File: src/rtl/decode_issue_pkg.sv
/*
  Sizes, opcodes and shared types of the decode and issue stage
  Micro-op, immediate and jump enums, instruction word union,
  fetch, issue, completion and squash packets
*/
`default_nettype none

package decode_issue_pkg;

  // ------------------------------
  // Sizes
  // ------------------------------
  localparam int NUM_ARCH_REGS = 32;
  localparam int NUM_PHYS_REGS = 36;
  localparam int PREG_BITS     = 6;
  localparam int SEQ_BITS      = 8;
  localparam int NUM_PIPES     = 2;
  localparam int PIPE_ALU      = 0;
  localparam int PIPE_MEM      = 1;
  // Free list only ever holds the pregs beyond the architectural set
  localparam int FREE_DEPTH    = NUM_PHYS_REGS - NUM_ARCH_REGS;
  localparam int FREE_PTR_BITS = 2;

  // ------------------------------
  // Encodings
  // ------------------------------
  localparam logic [6:0] OPC_OP     = 7'b0110011;
  localparam logic [6:0] OPC_OP_IMM = 7'b0010011;
  localparam logic [6:0] OPC_LOAD   = 7'b0000011;
  localparam logic [6:0] OPC_STORE  = 7'b0100011;
  localparam logic [6:0] OPC_JAL    = 7'b1101111;
  localparam logic [6:0] OPC_JALR   = 7'b1100111;
  localparam logic [2:0] F3_ADD     = 3'b000;
  localparam logic [2:0] F3_WORD    = 3'b010;
  localparam logic [6:0] F7_ADD     = 7'b0000000;
  localparam logic [6:0] F7_MUL     = 7'b0000001;

  typedef enum logic [2:0] {
    UOP_ADD, UOP_ADDI, UOP_MUL, UOP_LW, UOP_SW, UOP_JAL, UOP_JALR, UOP_INV
  } uop_e;

  typedef enum logic [1:0] {IMM_I, IMM_S, IMM_U, IMM_J} imm_kind_e;

  typedef enum logic [1:0] {JUMP_NONE, JUMP_JAL, JUMP_JALR} jump_kind_e;

  // ------------------------------
  // Instruction word views
  // ------------------------------
  typedef struct packed {
    logic [6:0] funct7;
    logic [4:0] rs2;
    logic [4:0] rs1;
    logic [2:0] funct3;
    logic [4:0] rd;
    logic [6:0] opcode;
  } r_form_t;

  // Immediate-carrying view with fields named after the bits they may hold
  typedef struct packed {
    logic [6:0] imm_hi;
    logic [4:0] rs2_or_imm;
    logic [4:0] rs1;
    logic [2:0] funct3;
    logic [4:0] rd_or_imm;
    logic [6:0] opcode;
  } is_form_t;

  typedef union packed {
    r_form_t  rform;
    is_form_t isform;
  } inst_word_u;

  // ------------------------------
  // Packets
  // ------------------------------
  typedef struct packed {
    inst_word_u          inst;
    logic [31:0]         pc;
    logic [SEQ_BITS-1:0] seq;
  } fetch_pkt_t;

  typedef struct packed {
    logic [31:0]          pc;
    logic [31:0]          op1;
    logic [31:0]          op2;
    uop_e                 uop;
    logic [4:0]           waddr;
    logic [SEQ_BITS-1:0]  seq;
    logic [PREG_BITS-1:0] preg;
    logic [PREG_BITS-1:0] ppreg;
    logic [31:0]          mem_data;
  } issue_pkt_t;

  typedef struct packed {
    logic                 val;
    logic                 wen;
    logic [PREG_BITS-1:0] preg;
    logic [PREG_BITS-1:0] ppreg;
    logic [31:0]          wdata;
    logic [SEQ_BITS-1:0]  seq;
  } complete_t;

  typedef struct packed {
    logic                val;
    logic [31:0]         target;
    logic [SEQ_BITS-1:0] seq;
  } squash_t;

endpackage

`default_nettype wire

File: src/rtl/decode_issue_unit.sv
/*
  Decode and issue stage, top level
  Fetch register, stall logic, operand muxing, squash pulse,
  decoder, immediate, rename, register file and router instances
*/
`timescale 1ns/10ps
`default_nettype none

module decode_issue_unit (
  input  logic                                   clk,
  input  logic                                   rst,
  input  logic                                   fetch_val,
  input  decode_issue_pkg::fetch_pkt_t           fetch_pkt,
  output logic                                   fetch_rdy,
  output logic [decode_issue_pkg::NUM_PIPES-1:0] ex_val,
  input  logic [decode_issue_pkg::NUM_PIPES-1:0] ex_rdy,
  output decode_issue_pkg::issue_pkt_t           ex_pkt,
  input  decode_issue_pkg::complete_t            complete,
  output decode_issue_pkg::squash_t              squash
);
  import decode_issue_pkg::*;

  logic                 f_val_q;
  fetch_pkt_t           f_pkt_q;
  logic                 fetch_xfer;
  logic                 issue_xfer;

  logic                 dec_val;
  uop_e                 dec_uop;
  logic [4:0]           dec_rs1;
  logic [4:0]           dec_rs2;
  logic [4:0]           dec_rd;
  logic                 dec_wen;
  imm_kind_e            dec_imm_kind;
  logic                 dec_op2_imm;
  jump_kind_e           dec_jump;
  logic [31:0]          imm;

  logic [1:0][PREG_BITS-1:0] src_preg;
  logic [1:0]           src_pending;
  logic                 alloc_rdy;
  logic                 alloc_en;
  logic [PREG_BITS-1:0] alloc_preg;
  logic [PREG_BITS-1:0] alloc_ppreg;
  logic [1:0][31:0]     rdata;

  logic                 stall;
  logic                 route_val;
  logic [31:0]          jump_target;

  // ------------------------------
  // Fetch register
  // ------------------------------
  assign fetch_xfer = fetch_val & fetch_rdy;
  // Accept when empty or when the held instruction leaves this cycle
  assign fetch_rdy  = !f_val_q | issue_xfer;

  always_ff @(posedge clk) begin
    if (rst) begin
      f_val_q <= 1'b0;
    end else if (fetch_xfer) begin
      f_val_q <= 1'b1;
    end else if (issue_xfer) begin
      f_val_q <= 1'b0;
    end
  end

  // Held instruction payload
  always_ff @(posedge clk) begin
    if (fetch_xfer) f_pkt_q <= fetch_pkt;
  end

  // ------------------------------
  // Decode and rename
  // ------------------------------
  inst_decoder u_decoder (
    .inst     (f_pkt_q.inst),
    .dec_val  (dec_val),
    .uop      (dec_uop),
    .rs1      (dec_rs1),
    .rs2      (dec_rs2),
    .rd       (dec_rd),
    .wen      (dec_wen),
    .imm_kind (dec_imm_kind),
    .op2_imm  (dec_op2_imm),
    .jump     (dec_jump)
  );

  imm_gen u_imm_gen (
    .inst     (f_pkt_q.inst),
    .imm_kind (dec_imm_kind),
    .imm      (imm)
  );

  // Allocate only on the issue transfer of a writer
  assign alloc_en = issue_xfer & dec_wen;

  rename_table u_rename (
    .clk         (clk),
    .rst         (rst),
    .src_areg    ({dec_rs2, dec_rs1}),
    .src_preg    (src_preg),
    .src_pending (src_pending),
    .alloc_areg  (dec_rd),
    .alloc_en    (alloc_en),
    .alloc_rdy   (alloc_rdy),
    .alloc_preg  (alloc_preg),
    .alloc_ppreg (alloc_ppreg),
    .complete    (complete)
  );

  phys_regfile u_regfile (
    .clk   (clk),
    .raddr (src_preg),
    .rdata (rdata),
    .waddr (complete.preg),
    .wdata (complete.wdata),
    .wen   (complete.val & complete.wen)
  );

  // ------------------------------
  // Stall and routing
  // ------------------------------
  // Pipe readiness is folded in by the router
  assign stall     = (|src_pending) | (dec_wen & !alloc_rdy);
  // Unknown words never issue and stay in the register
  assign route_val = f_val_q & dec_val & !stall;

  inst_router u_router (
    .uop    (dec_uop),
    .val    (route_val),
    .ex_rdy (ex_rdy),
    .ex_val (ex_val),
    .xfer   (issue_xfer)
  );

  // ------------------------------
  // Issue packet
  // ------------------------------
  always_comb begin
    ex_pkt.pc       = f_pkt_q.pc;
    ex_pkt.op1      = rdata[0];
    ex_pkt.op2      = dec_op2_imm ? imm : rdata[1];
    ex_pkt.uop      = dec_uop;
    ex_pkt.waddr    = dec_rd;
    ex_pkt.seq      = f_pkt_q.seq;
    ex_pkt.preg     = alloc_preg;
    ex_pkt.ppreg    = alloc_ppreg;
    // Store data always comes from rs2
    ex_pkt.mem_data = rdata[1];
  end

  // ------------------------------
  // Squash
  // ------------------------------
  always_comb begin
    case (dec_jump)
      JUMP_JAL:  jump_target = f_pkt_q.pc + imm;
      JUMP_JALR: jump_target = (rdata[0] + imm) & 32'hffff_fffe;
      default:   jump_target = 32'd0;
    endcase
  end

  // One pulse per jump at its issue
  assign squash.val    = (dec_jump != JUMP_NONE) & issue_xfer;
  assign squash.target = jump_target;
  assign squash.seq    = f_pkt_q.seq;

  // A jump leaves on the ALU pipe in the cycle of its squash
  a_squash_on_issue: assert property (@(posedge clk) disable iff (rst)
    squash.val |-> (ex_val[PIPE_ALU] && !ex_val[PIPE_MEM] && ex_rdy[PIPE_ALU]));

endmodule

`default_nettype wire

File: src/rtl/imm_gen.sv
/*
  Immediate generator for I, S, U and J forms
*/
`timescale 1ns/10ps
`default_nettype none

module imm_gen (
  input  decode_issue_pkg::inst_word_u inst,
  input  decode_issue_pkg::imm_kind_e  imm_kind,
  output logic [31:0]                  imm
);
  import decode_issue_pkg::*;

  is_form_t f;

  assign f = inst.isform;

  always_comb begin
    case (imm_kind)
      // inst[31:20]
      IMM_I: imm = {{20{f.imm_hi[6]}}, f.imm_hi, f.rs2_or_imm};
      // inst[31:25] and inst[11:7]
      IMM_S: imm = {{20{f.imm_hi[6]}}, f.imm_hi, f.rd_or_imm};
      // Upper 20 bits over a zero low half
      IMM_U: imm = {f.imm_hi, f.rs2_or_imm, f.rs1, f.funct3, 12'b0};
      // Scrambled jump offset with bit 0 implied zero
      IMM_J: imm = {{12{f.imm_hi[6]}}, f.rs1, f.funct3, f.rs2_or_imm[0],
                    f.imm_hi[5:0], f.rs2_or_imm[4:1], 1'b0};
      default: imm = 32'd0;
    endcase
  end

endmodule

`default_nettype wire

File: src/rtl/inst_decoder.sv
/*
  TinyRV1 instruction decoder
  Micro-op, register fields, write enable and operand controls
*/
`timescale 1ns/10ps
`default_nettype none

module inst_decoder (
  input  decode_issue_pkg::inst_word_u inst,
  output logic                         dec_val,
  output decode_issue_pkg::uop_e       uop,
  output logic [4:0]                   rs1,
  output logic [4:0]                   rs2,
  output logic [4:0]                   rd,
  output logic                         wen,
  output decode_issue_pkg::imm_kind_e  imm_kind,
  output logic                         op2_imm,
  output decode_issue_pkg::jump_kind_e jump
);
  import decode_issue_pkg::*;

  always_comb begin
    // Defaults describe an unknown word
    dec_val  = 1'b0;
    uop      = UOP_INV;
    rs1      = 5'd0;
    rs2      = 5'd0;
    rd       = 5'd0;
    wen      = 1'b0;
    imm_kind = IMM_I;
    op2_imm  = 1'b0;
    jump     = JUMP_NONE;

    case (inst.rform.opcode)
      OPC_OP: begin
        if (inst.rform.funct3 == F3_ADD) begin
          if (inst.rform.funct7 == F7_ADD) begin
            dec_val = 1'b1;
            uop     = UOP_ADD;
          end else if (inst.rform.funct7 == F7_MUL) begin
            dec_val = 1'b1;
            uop     = UOP_MUL;
          end
        end
        rs1 = inst.rform.rs1;
        rs2 = inst.rform.rs2;
        rd  = inst.rform.rd;
        wen = dec_val;
      end
      OPC_OP_IMM: begin
        dec_val = (inst.rform.funct3 == F3_ADD);
        uop     = dec_val ? UOP_ADDI : UOP_INV;
        rs1     = inst.rform.rs1;
        rd      = inst.rform.rd;
        wen     = dec_val;
        op2_imm = 1'b1;
      end
      OPC_LOAD: begin
        dec_val = (inst.rform.funct3 == F3_WORD);
        uop     = dec_val ? UOP_LW : UOP_INV;
        rs1     = inst.rform.rs1;
        rd      = inst.rform.rd;
        wen     = dec_val;
        op2_imm = 1'b1;
      end
      OPC_STORE: begin
        // rs2 carries the store data
        dec_val  = (inst.rform.funct3 == F3_WORD);
        uop      = dec_val ? UOP_SW : UOP_INV;
        rs1      = inst.rform.rs1;
        rs2      = inst.rform.rs2;
        imm_kind = IMM_S;
        op2_imm  = 1'b1;
      end
      OPC_JAL: begin
        dec_val  = 1'b1;
        uop      = UOP_JAL;
        rd       = inst.rform.rd;
        wen      = 1'b1;
        imm_kind = IMM_J;
        op2_imm  = 1'b1;
        jump     = JUMP_JAL;
      end
      OPC_JALR: begin
        dec_val = (inst.rform.funct3 == F3_ADD);
        uop     = dec_val ? UOP_JALR : UOP_INV;
        rs1     = inst.rform.rs1;
        rd      = inst.rform.rd;
        wen     = dec_val;
        op2_imm = 1'b1;
        jump    = dec_val ? JUMP_JALR : JUMP_NONE;
      end
      default: ;
    endcase

    // Writes to x0 are discarded
    if (rd == 5'd0) wen = 1'b0;
  end

endmodule

`default_nettype wire

File: src/rtl/inst_router.sv
/*
  Pipe router, ALU pipe or memory pipe by micro-op
*/
`timescale 1ns/10ps
`default_nettype none

module inst_router (
  input  decode_issue_pkg::uop_e                 uop,
  input  logic                                   val,
  input  logic [decode_issue_pkg::NUM_PIPES-1:0] ex_rdy,
  output logic [decode_issue_pkg::NUM_PIPES-1:0] ex_val,
  output logic                                   xfer
);
  import decode_issue_pkg::*;

  logic [NUM_PIPES-1:0] pipe_sel;

  // One-hot pipe choice
  always_comb begin
    pipe_sel = '0;
    case (uop)
      UOP_LW, UOP_SW: pipe_sel[PIPE_MEM] = 1'b1;
      default:        pipe_sel[PIPE_ALU] = 1'b1;
    endcase
  end

  assign ex_val = val ? pipe_sel : '0;

  // Only the chosen pipe can accept
  assign xfer = |(ex_val & ex_rdy);

endmodule

`default_nettype wire

File: src/rtl/phys_regfile.sv
/*
  Physical register file, 36 entries
  Two combinational read ports, one write port
*/
`timescale 1ns/10ps
`default_nettype none

module phys_regfile (
  input  logic                                        clk,
  input  logic [1:0][decode_issue_pkg::PREG_BITS-1:0] raddr,
  output logic [1:0][31:0]                            rdata,
  input  logic [decode_issue_pkg::PREG_BITS-1:0]      waddr,
  input  logic [31:0]                                 wdata,
  input  logic                                        wen
);
  import decode_issue_pkg::*;

  logic [31:0] regs_q [NUM_PHYS_REGS];

  always_ff @(posedge clk) begin
    if (wen) regs_q[waddr] <= wdata;
  end

  // Preg 0 backs x0 and reads as zero
  always_comb begin
    for (int k = 0; k < 2; k++) begin
      rdata[k] = (raddr[k] == '0) ? 32'd0 : regs_q[raddr[k]];
    end
  end

  // x0 never gets renamed, so no completion can target preg 0
  a_no_preg0_write: assert property (@(posedge clk)
    wen |-> (waddr != '0));

endmodule

`default_nettype wire

File: src/rtl/rename_table.sv
/*
  Rename table for the issue stage
  Architectural-to-physical map, per-preg pending bits, free-list FIFO
*/
`timescale 1ns/10ps
`default_nettype none

module rename_table (
  input  logic                                         clk,
  input  logic                                         rst,
  input  logic [1:0][4:0]                              src_areg,
  output logic [1:0][decode_issue_pkg::PREG_BITS-1:0]  src_preg,
  output logic [1:0]                                   src_pending,
  input  logic [4:0]                                   alloc_areg,
  input  logic                                         alloc_en,
  output logic                                         alloc_rdy,
  output logic [decode_issue_pkg::PREG_BITS-1:0]       alloc_preg,
  output logic [decode_issue_pkg::PREG_BITS-1:0]       alloc_ppreg,
  input  decode_issue_pkg::complete_t                  complete
);
  import decode_issue_pkg::*;

  logic [PREG_BITS-1:0]     map_q [NUM_ARCH_REGS];
  logic [NUM_PHYS_REGS-1:0] pending_q;
  logic [PREG_BITS-1:0]     free_q [FREE_DEPTH];
  logic [FREE_PTR_BITS-1:0] head_q;
  logic [FREE_PTR_BITS-1:0] tail_q;
  logic [FREE_PTR_BITS:0]   count_q;
  logic                     free_push;

  // ------------------------------
  // Lookups
  // ------------------------------
  always_comb begin
    for (int k = 0; k < 2; k++) begin
      // x0 is hardwired to preg 0
      if (src_areg[k] == 5'd0) begin
        src_preg[k]    = '0;
        src_pending[k] = 1'b0;
      end else begin
        src_preg[k]    = map_q[src_areg[k]];
        src_pending[k] = pending_q[src_preg[k]];
      end
    end
  end

  assign alloc_preg  = free_q[head_q];
  assign alloc_ppreg = map_q[alloc_areg];
  assign alloc_rdy   = (count_q != '0);

  // Stores complete without a register, so only writers free a preg
  assign free_push = complete.val & complete.wen;

  // ------------------------------
  // State update
  // ------------------------------
  always_ff @(posedge clk) begin
    if (rst) begin
      // Identity map, spare pregs queued in ascending order
      for (int i = 0; i < NUM_ARCH_REGS; i++) begin
        map_q[i] <= PREG_BITS'(i);
      end
      for (int i = 0; i < FREE_DEPTH; i++) begin
        free_q[i] <= PREG_BITS'(NUM_ARCH_REGS + i);
      end
      pending_q <= '0;
      head_q    <= '0;
      tail_q    <= '0;
      count_q   <= (FREE_PTR_BITS + 1)'(FREE_DEPTH);
    end else begin
      if (free_push) begin
        pending_q[complete.preg] <= 1'b0;
        free_q[tail_q]           <= complete.ppreg;
        tail_q                   <= tail_q + 1'b1;
      end
      if (alloc_en) begin
        map_q[alloc_areg]     <= alloc_preg;
        pending_q[alloc_preg] <= 1'b1;
        head_q                <= head_q + 1'b1;
      end
      count_q <= count_q + (FREE_PTR_BITS + 1)'(free_push)
                         - (FREE_PTR_BITS + 1)'(alloc_en);
    end
  end

  // Issue logic must stall a writer on an empty free list
  a_alloc_needs_rdy: assert property (@(posedge clk) disable iff (rst)
    alloc_en |-> alloc_rdy);

  // In-order freeing never returns more pregs than were handed out
  a_free_no_overflow: assert property (@(posedge clk) disable iff (rst)
    (free_push && !alloc_en) |-> (count_q < FREE_DEPTH));

endmodule

`default_nettype wire

File: config.mk
export PLATFORM = sky130hd
export DESIGN_NAME = decode_issue_unit
export DESIGN_NICKNAME = d
export VERILOG_FILES = /design/src/rtl/decode_issue_pkg.sv /design/src/rtl/decode_issue_unit.sv /design/src/rtl/imm_gen.sv /design/src/rtl/inst_decoder.sv /design/src/rtl/inst_router.sv /design/src/rtl/phys_regfile.sv /design/src/rtl/rename_table.sv
export SDC_FILE = /design/constraint.sdc
export NUM_CORES = 2
export LEC_CHECK = 0
export ABC_CLOCK_PERIOD_IN_PS = 7800
export BUFFER_PORTS_ARGS = -buffer_cell sky130_fd_sc_hd__buf_2
export CAP_MARGIN = 20
export CORE_MARGIN = 2
export CORE_UTILIZATION = 50
export CTS_BUF_LIST = sky130_fd_sc_hd__clkbuf_2
export DETAILED_ROUTE_END_ITERATION = 12
export GPL_TIMING_DRIVEN = 1
export PLACE_DENSITY = 0.65
export SYNTH_ARGS = -nofsm -noshare
export SYNTH_HDL_FRONTEND = slang
export SYNTH_HIERARCHICAL = 1
export SYNTH_SLANG_ARGS = --single-unit
File: constraint.sdc
create_clock -name clk -period 7.8 [get_ports clk]
set_input_delay 0.39 -clock clk [delete_from_list [all_inputs] [get_ports clk]]
set_output_delay 0.39 -clock clk [all_outputs]
set_load 0.02 [all_outputs]
* Word level (Yosys, flattened, before mapping)
Memory sizes are Yosys's and may differ from the RTL's. A register that Yosys moved wholly into a read port is not among the register bits. Cells that the tools add are included.
Storage, ports and cells: input port bits 131, memories 3, RAM bits 1368, flip-flop bits (word level) 116
Operators by class: bitwise logic cells 13, add/sub/neg operators 6, eq/ne operators 15, order comparisons 6, reductions and logical operators 27, multiplexer cells 63
Memories:
- u_regfile.regs_q | words 36, width 32, rd ports 2, clocked after memory_dff 0, wr ports 1, line phys_regfile.sv:18 | logic [31:0] regs_q [NUM_PHYS_REGS];
- u_rename.map_q | words 32, width 6, rd ports 3, clocked after memory_dff 0, wr ports 32, line rename_table.sv:23 | logic [PREG_BITS-1:0] map_q [NUM_ARCH_REGS];
- u_rename.free_q | words 4, width 6, rd ports 1, clocked after memory_dff 1, wr ports 4, line rename_table.sv:25 | logic [PREG_BITS-1:0] free_q [FREE_DEPTH];
Operators with widths (count):
- one-hot mux 32 bit (4 select lines) | 1
- 2-to-1 mux 36 bit | 3
- 2-to-1 mux 32 bit | 3
- adder 32 bit | 2
- one-hot mux 32 bit (2 select lines) | 1
- AND 36 bit | 1
- inverter 36 bit | 1
- OR 36 bit | 1
- < comparator 6 x 7 -> 1 bit, second input constant | 4
- 2-to-1 mux 1 bit | 27
- 2-to-1 mux 6 bit | 4
- 2-to-1 mux 5 bit | 4
- one-hot mux 3 bit (6 select lines) | 1
- zero test 5 bit | 3
- 2-to-1 mux 3 bit | 5
- OR reduction 5 bit | 3
- == test 7 x 6 -> 1 bit, second input constant | 2
- == test 7 bit, second input constant | 2
- binary-select mux 1 bit (select 6 bit) | 2
- demux 1 bit (select 6 bit) | 2
- greater-or-equal comparator 6 x 1 -> 1 bit, second input constant | 2
- zero test 6 bit | 2
- 2-to-1 mux 2 bit | 6
- OR reduction 2 bit | 6
- other kinds (23) | 42

* Longest topological paths before layout
An unclocked memory read counts as a cell.
word-level depth 20, mapped depth 34, depth with buffers taken out 25

* Hierarchy
The synthesis kept the hierarchy.
Modules (own cells, without submodules):
- phys_regfile | cells an instance 2803, area each 53841.6 um^2, times used 1
- rename_table | cells an instance 1238, area each 15398.5 um^2, times used 1
- decode_issue_unit | cells an instance 691, area each 6780.3 um^2, times used 1
- imm_gen | cells an instance 56, area each 432.9 um^2, times used 1
- inst_decoder | cells an instance 64, area each 410.4 um^2, times used 1
- inst_router | cells an instance 12, area each 83.8 um^2, times used 1

* Worst setup path after synthesis
No wires, ideal clock.
kind register to output, start point register f_pkt_q[43] in the netlist's numbering, end point output squash[32] in the netlist's numbering, data required time 7410 ps, stages on the path, launching flop included 29, path slack 44 ps, arrival time 7366 ps, cell sequence edfxtp_1 > or3_4 > or2_1 > o21a_1 > nor2b_1 > buf_4 > buf_4 > buf_2 > buf_4 > mux4_2 > mux4_2 > mux2i_1 > nor2_1 > clkbuf_1 > nor3_1 > clkbuf_1 > a22oi_1 > a31oi_1 > inv_1 > fa_1 > nor2b_1 > o21ai_0 > a21o_1 > a211oi_2 > nor4_1 > o32ai_2 > a41oi_1 > xor2_1 > o22ai_1
RTL lines:
- start, declared | line decode_issue_unit.sv:24 | fetch_pkt_t f_pkt_q;
- start signal, assigned | line decode_issue_unit.sv:70 | if (fetch_xfer) f_pkt_q <= fetch_pkt;
- end, declared | line decode_issue_unit.sv:19 | output decode_issue_pkg::squash_t squash

==> results.cfg <==
[route]
drt_iter0_drc = 7676
wire_per_inst_um = 32.8
vias_per_cell = 6.61
route.vias.total = 55358
drt_wl_total_mm = 275
drtPass1Iterations = 7
route.antenna.remaining_nets = 0
drc = 0

[cells_and_area]
postLayoutCoreUtil = 0.615
nets = 6267
drive_gt1_frac = 0.405
fin_area_mm2 = 0.0937
syn_to_final_growth_pct = 21.8
fillCellCount = 11397

[global_route]
antenna_found_initial = 21
grt_pass1_vias = 54231
grt_overflow = 0
grt_max_degree = 77
grt_pass1_wl_mm = 382
track_usage = 0.341

[clock_tree]
clk_latency_ps = 1800
cts_tree = built
cts_made_buffers = 391
clk_pin_slew_worst_paths_ps = 130
cts_sinks = 1486
cts-root-buf = clkbuf_2
htreeDepth = 5
cts_buffer_depth = 4

[die]
pin_count = 331
initial_utilization = 0.505
core-area_mm2 = 0.152
die_x_um = 396
die_h_um = 396
rows = 143
design.die.area_mm2 = 0.157

[sta]
finClkSkew_ps = 144
period_needed_ps = 9190
hold_slack_ps = 76.3
tightest_slew_ps = 1230
rsz0062_at_grt = yes
report.final.slew_viol_count = 0
setup_viol = 30
fmax_mhz = 109
finalHoldViolCount = 0
finalCritPeriodShare = 1.18
slew_headroom = 0.179
fin_ws_ps = -1390

[placement]
postPlaceCellArea_mm2 = 0.0822
detailed_place_hpwl_mm = 157
gp_congestion = 0.956
dp_slack_ps = 95.8
port_buffers = 322

[yosys]
synth_fp_nets = 5064
syn_inst = 4864
yosys.area.top_type = edfxtp_1
ys_types = 100
yosysMostFrequentCell = edfxtp_1
ys.flop_type = edfxtp_1
netlist_area_mm2 = 0.0769
ys_async_sr_fraction = 0
synth-edff-count = 1440
synth_seq_cells = 1486
synth_area_per_cell_um2 = 15.8
yosysTopAreaCellShare = 0.562
synth_seq_area_share = 0.574
synthTopCellsByArea = edfxtp_1, mux4_2, mux2i_1, mux2_2, a22oi_1
synth_commonest_cells = edfxtp_1, mux4_2, mux2i_1
synth_warnings = 6

[worst_hold_path]
hold_depth = 3
holdCritStartpoint = complete[21]
hold_path_class = input pin to flip-flop
holdPathEnd = u_regfile/regs_q[16][13]

[pwr]
power_switching_uw = 4330
swShare = 0.275
p_int_uw = 11400
power.density_mw_per_mm2 = 168
power_leakage_uw = 0.0311
pwr-share-comb = 0.111
p_seq_frac = 0.563
fin_total_pwr_uw = 15800
clkPwrFrac = 0.326
ir_drop_v = 0.000148

[critical_path]
cp_slowest_stage_delay_ps = 840
critPathTopFamily = simple AND/OR/NAND/NOR gates
worst-path-buf-inv = 7
crit_top_cell = buf_4
required_ps = 7410
critPathKind = flip-flop to output port
endpoint_kind = output port
reg2reg_slack_ps = 700
worst_path_max_delay_cell = a31oi_1
worstReg2RegEnd = u_rename/pending_q[32]
startpoint_type = flip-flop
rr_startpoint = f_pkt_q[43]
r2r_cells = 28
arrival_ps = 8800
critical_path.max_fanout = 13

[status]
failed_checks = negative setup slack
outcome = finished, violations left

[run]
maxCapViolations = 0
[power by group through the flow]
stage	clock, uW	combinational, uW	sequential (uW)
6_report	5140	1760	8870
2_1_floorplan	0	791	9020
3_3_place_gp	0	1350	9050
3_5_place_dp	0	1350	9050
5_1_grt	5600	1830	8880
4_1_cts	5200	1620	8870
[stage by stage]
stage,TNS (ps),instances
4_1_cts,-31330,8240
3_5_place_dp,0,7112
5_1_grt,-35010,8364
3_3_place_gp,0,7112
2_1_floorplan,0,4864
6_report,-28130,8373
[area by class of cell]
cell class	instances	area [um^2]	share of cell area
sequential	1486	44200	0.471
multi-input combinational	2938	32100	0.343
timing repair buffer	1212	11500	0.123
clock buffer	528	2640	0.0282
tap	2030	2540	0.0271
clock inverter	124	528	0.00563
inverter	38	143	0.00152
antenna	17	42.5	0.000454
[state kept, by name (all words and copies together), names as in the netlist, named ones only]
signal              cells
u_rename/map_q        192
ex_pkt                 40
f_val_q                 1
u_rename/head_q         2
u_rename/count_q        3
u_regfile/regs_q     1152
u_rename/pending_q     36
u_rename/tail_q         2
f_pkt_q                32
u_rename/free_q        24
[logic make-up after synthesis]
logic type	Yosys count	synth area share
DFF	1486	0.574
muxes	1186	0.257
and+or+nand+nor	920	0.0585
AOI/OAI and AO/OA	700	0.0624
buffers and inverters	443	0.0299
adders and majority gates	69	0.0115
xor gates and xnor gates	60	0.00683
[cells in the final DEF, fill, tap and decap left out, types with 16 or more instances in the layout]
cell / instances
or2_2: 17
a21oi_1: 86
buf_2: 293
nor3_1: 20
xor2_1: 35
buf_8: 21
a31oi_1: 131
nand3_1: 61
o21ai_0: 55
and3_1: 16
xnor2_1: 23
and2_1: 95
dfxtp_1: 46
clkbuf_2: 531
buf_12: 69
buf_6: 58
nor2b_1: 26
a22oi_1: 199
inv_1: 35
a21o_1: 35
nand2_1: 270
a22oi_2: 42
nor2_4: 45
diode_2: 17
mux2_2: 232
mux2_4: 16
edfxtp_1: 1440
nor2_1: 184
buf_16: 29
mux2i_1: 320
dlygate4sd3_1: 359
clkinv_2: 25
ha_1: 52
buf_4: 358
mux4_2: 606
clkinv_1: 93
nand2b_1: 45
[worst min-delay path, cell delays in order]
cell and delay, ps:
dlygate4sd3_1 520, buf_2 110, dlygate4sd3_1 710
[layer usage]
metal / share of wire / wire (um) / up-vias / global-route usage
li1: - / - / 22463 / -
met1: 0.35 / 97300 / 27936 / 0.444
met2: 0.46 / 127000 / 4088 / 0.533
met3: 0.13 / 34400 / 857 / 0.0851
met4: 0.057 / 15700 / 14 / 0.182
met5: 0.00042 / 115 / - / 0
[what timing repair did]
item	4_1_cts	5_1_grt
setup endpoints to repair	103	235
setup buffers	93	79
pin swaps	92	89
hold buffers	358	8
gates cloned	26	5
hold endpoints to repair	2886	158
gates resized for setup	263	122
[worst max-delay path by stage]
stage / end / from / cells after the start / slack, ps
after floorplan: squash[32] / f_pkt_q[43] / 28 / 40
after global placement: squash[37] / f_pkt_q[43] / 29 / 150
after detailed placement: squash[37] / f_pkt_q[42] / 29 / 100
after CTS: squash[39] / f_pkt_q[42] / 30 / -1260
after global routing: squash[38] / f_pkt_q[43] / 31 / -1470
final: squash[38] / f_pkt_q[43] / 26 / -1390
No activity file was read; power rests on OpenSTA's default activity.
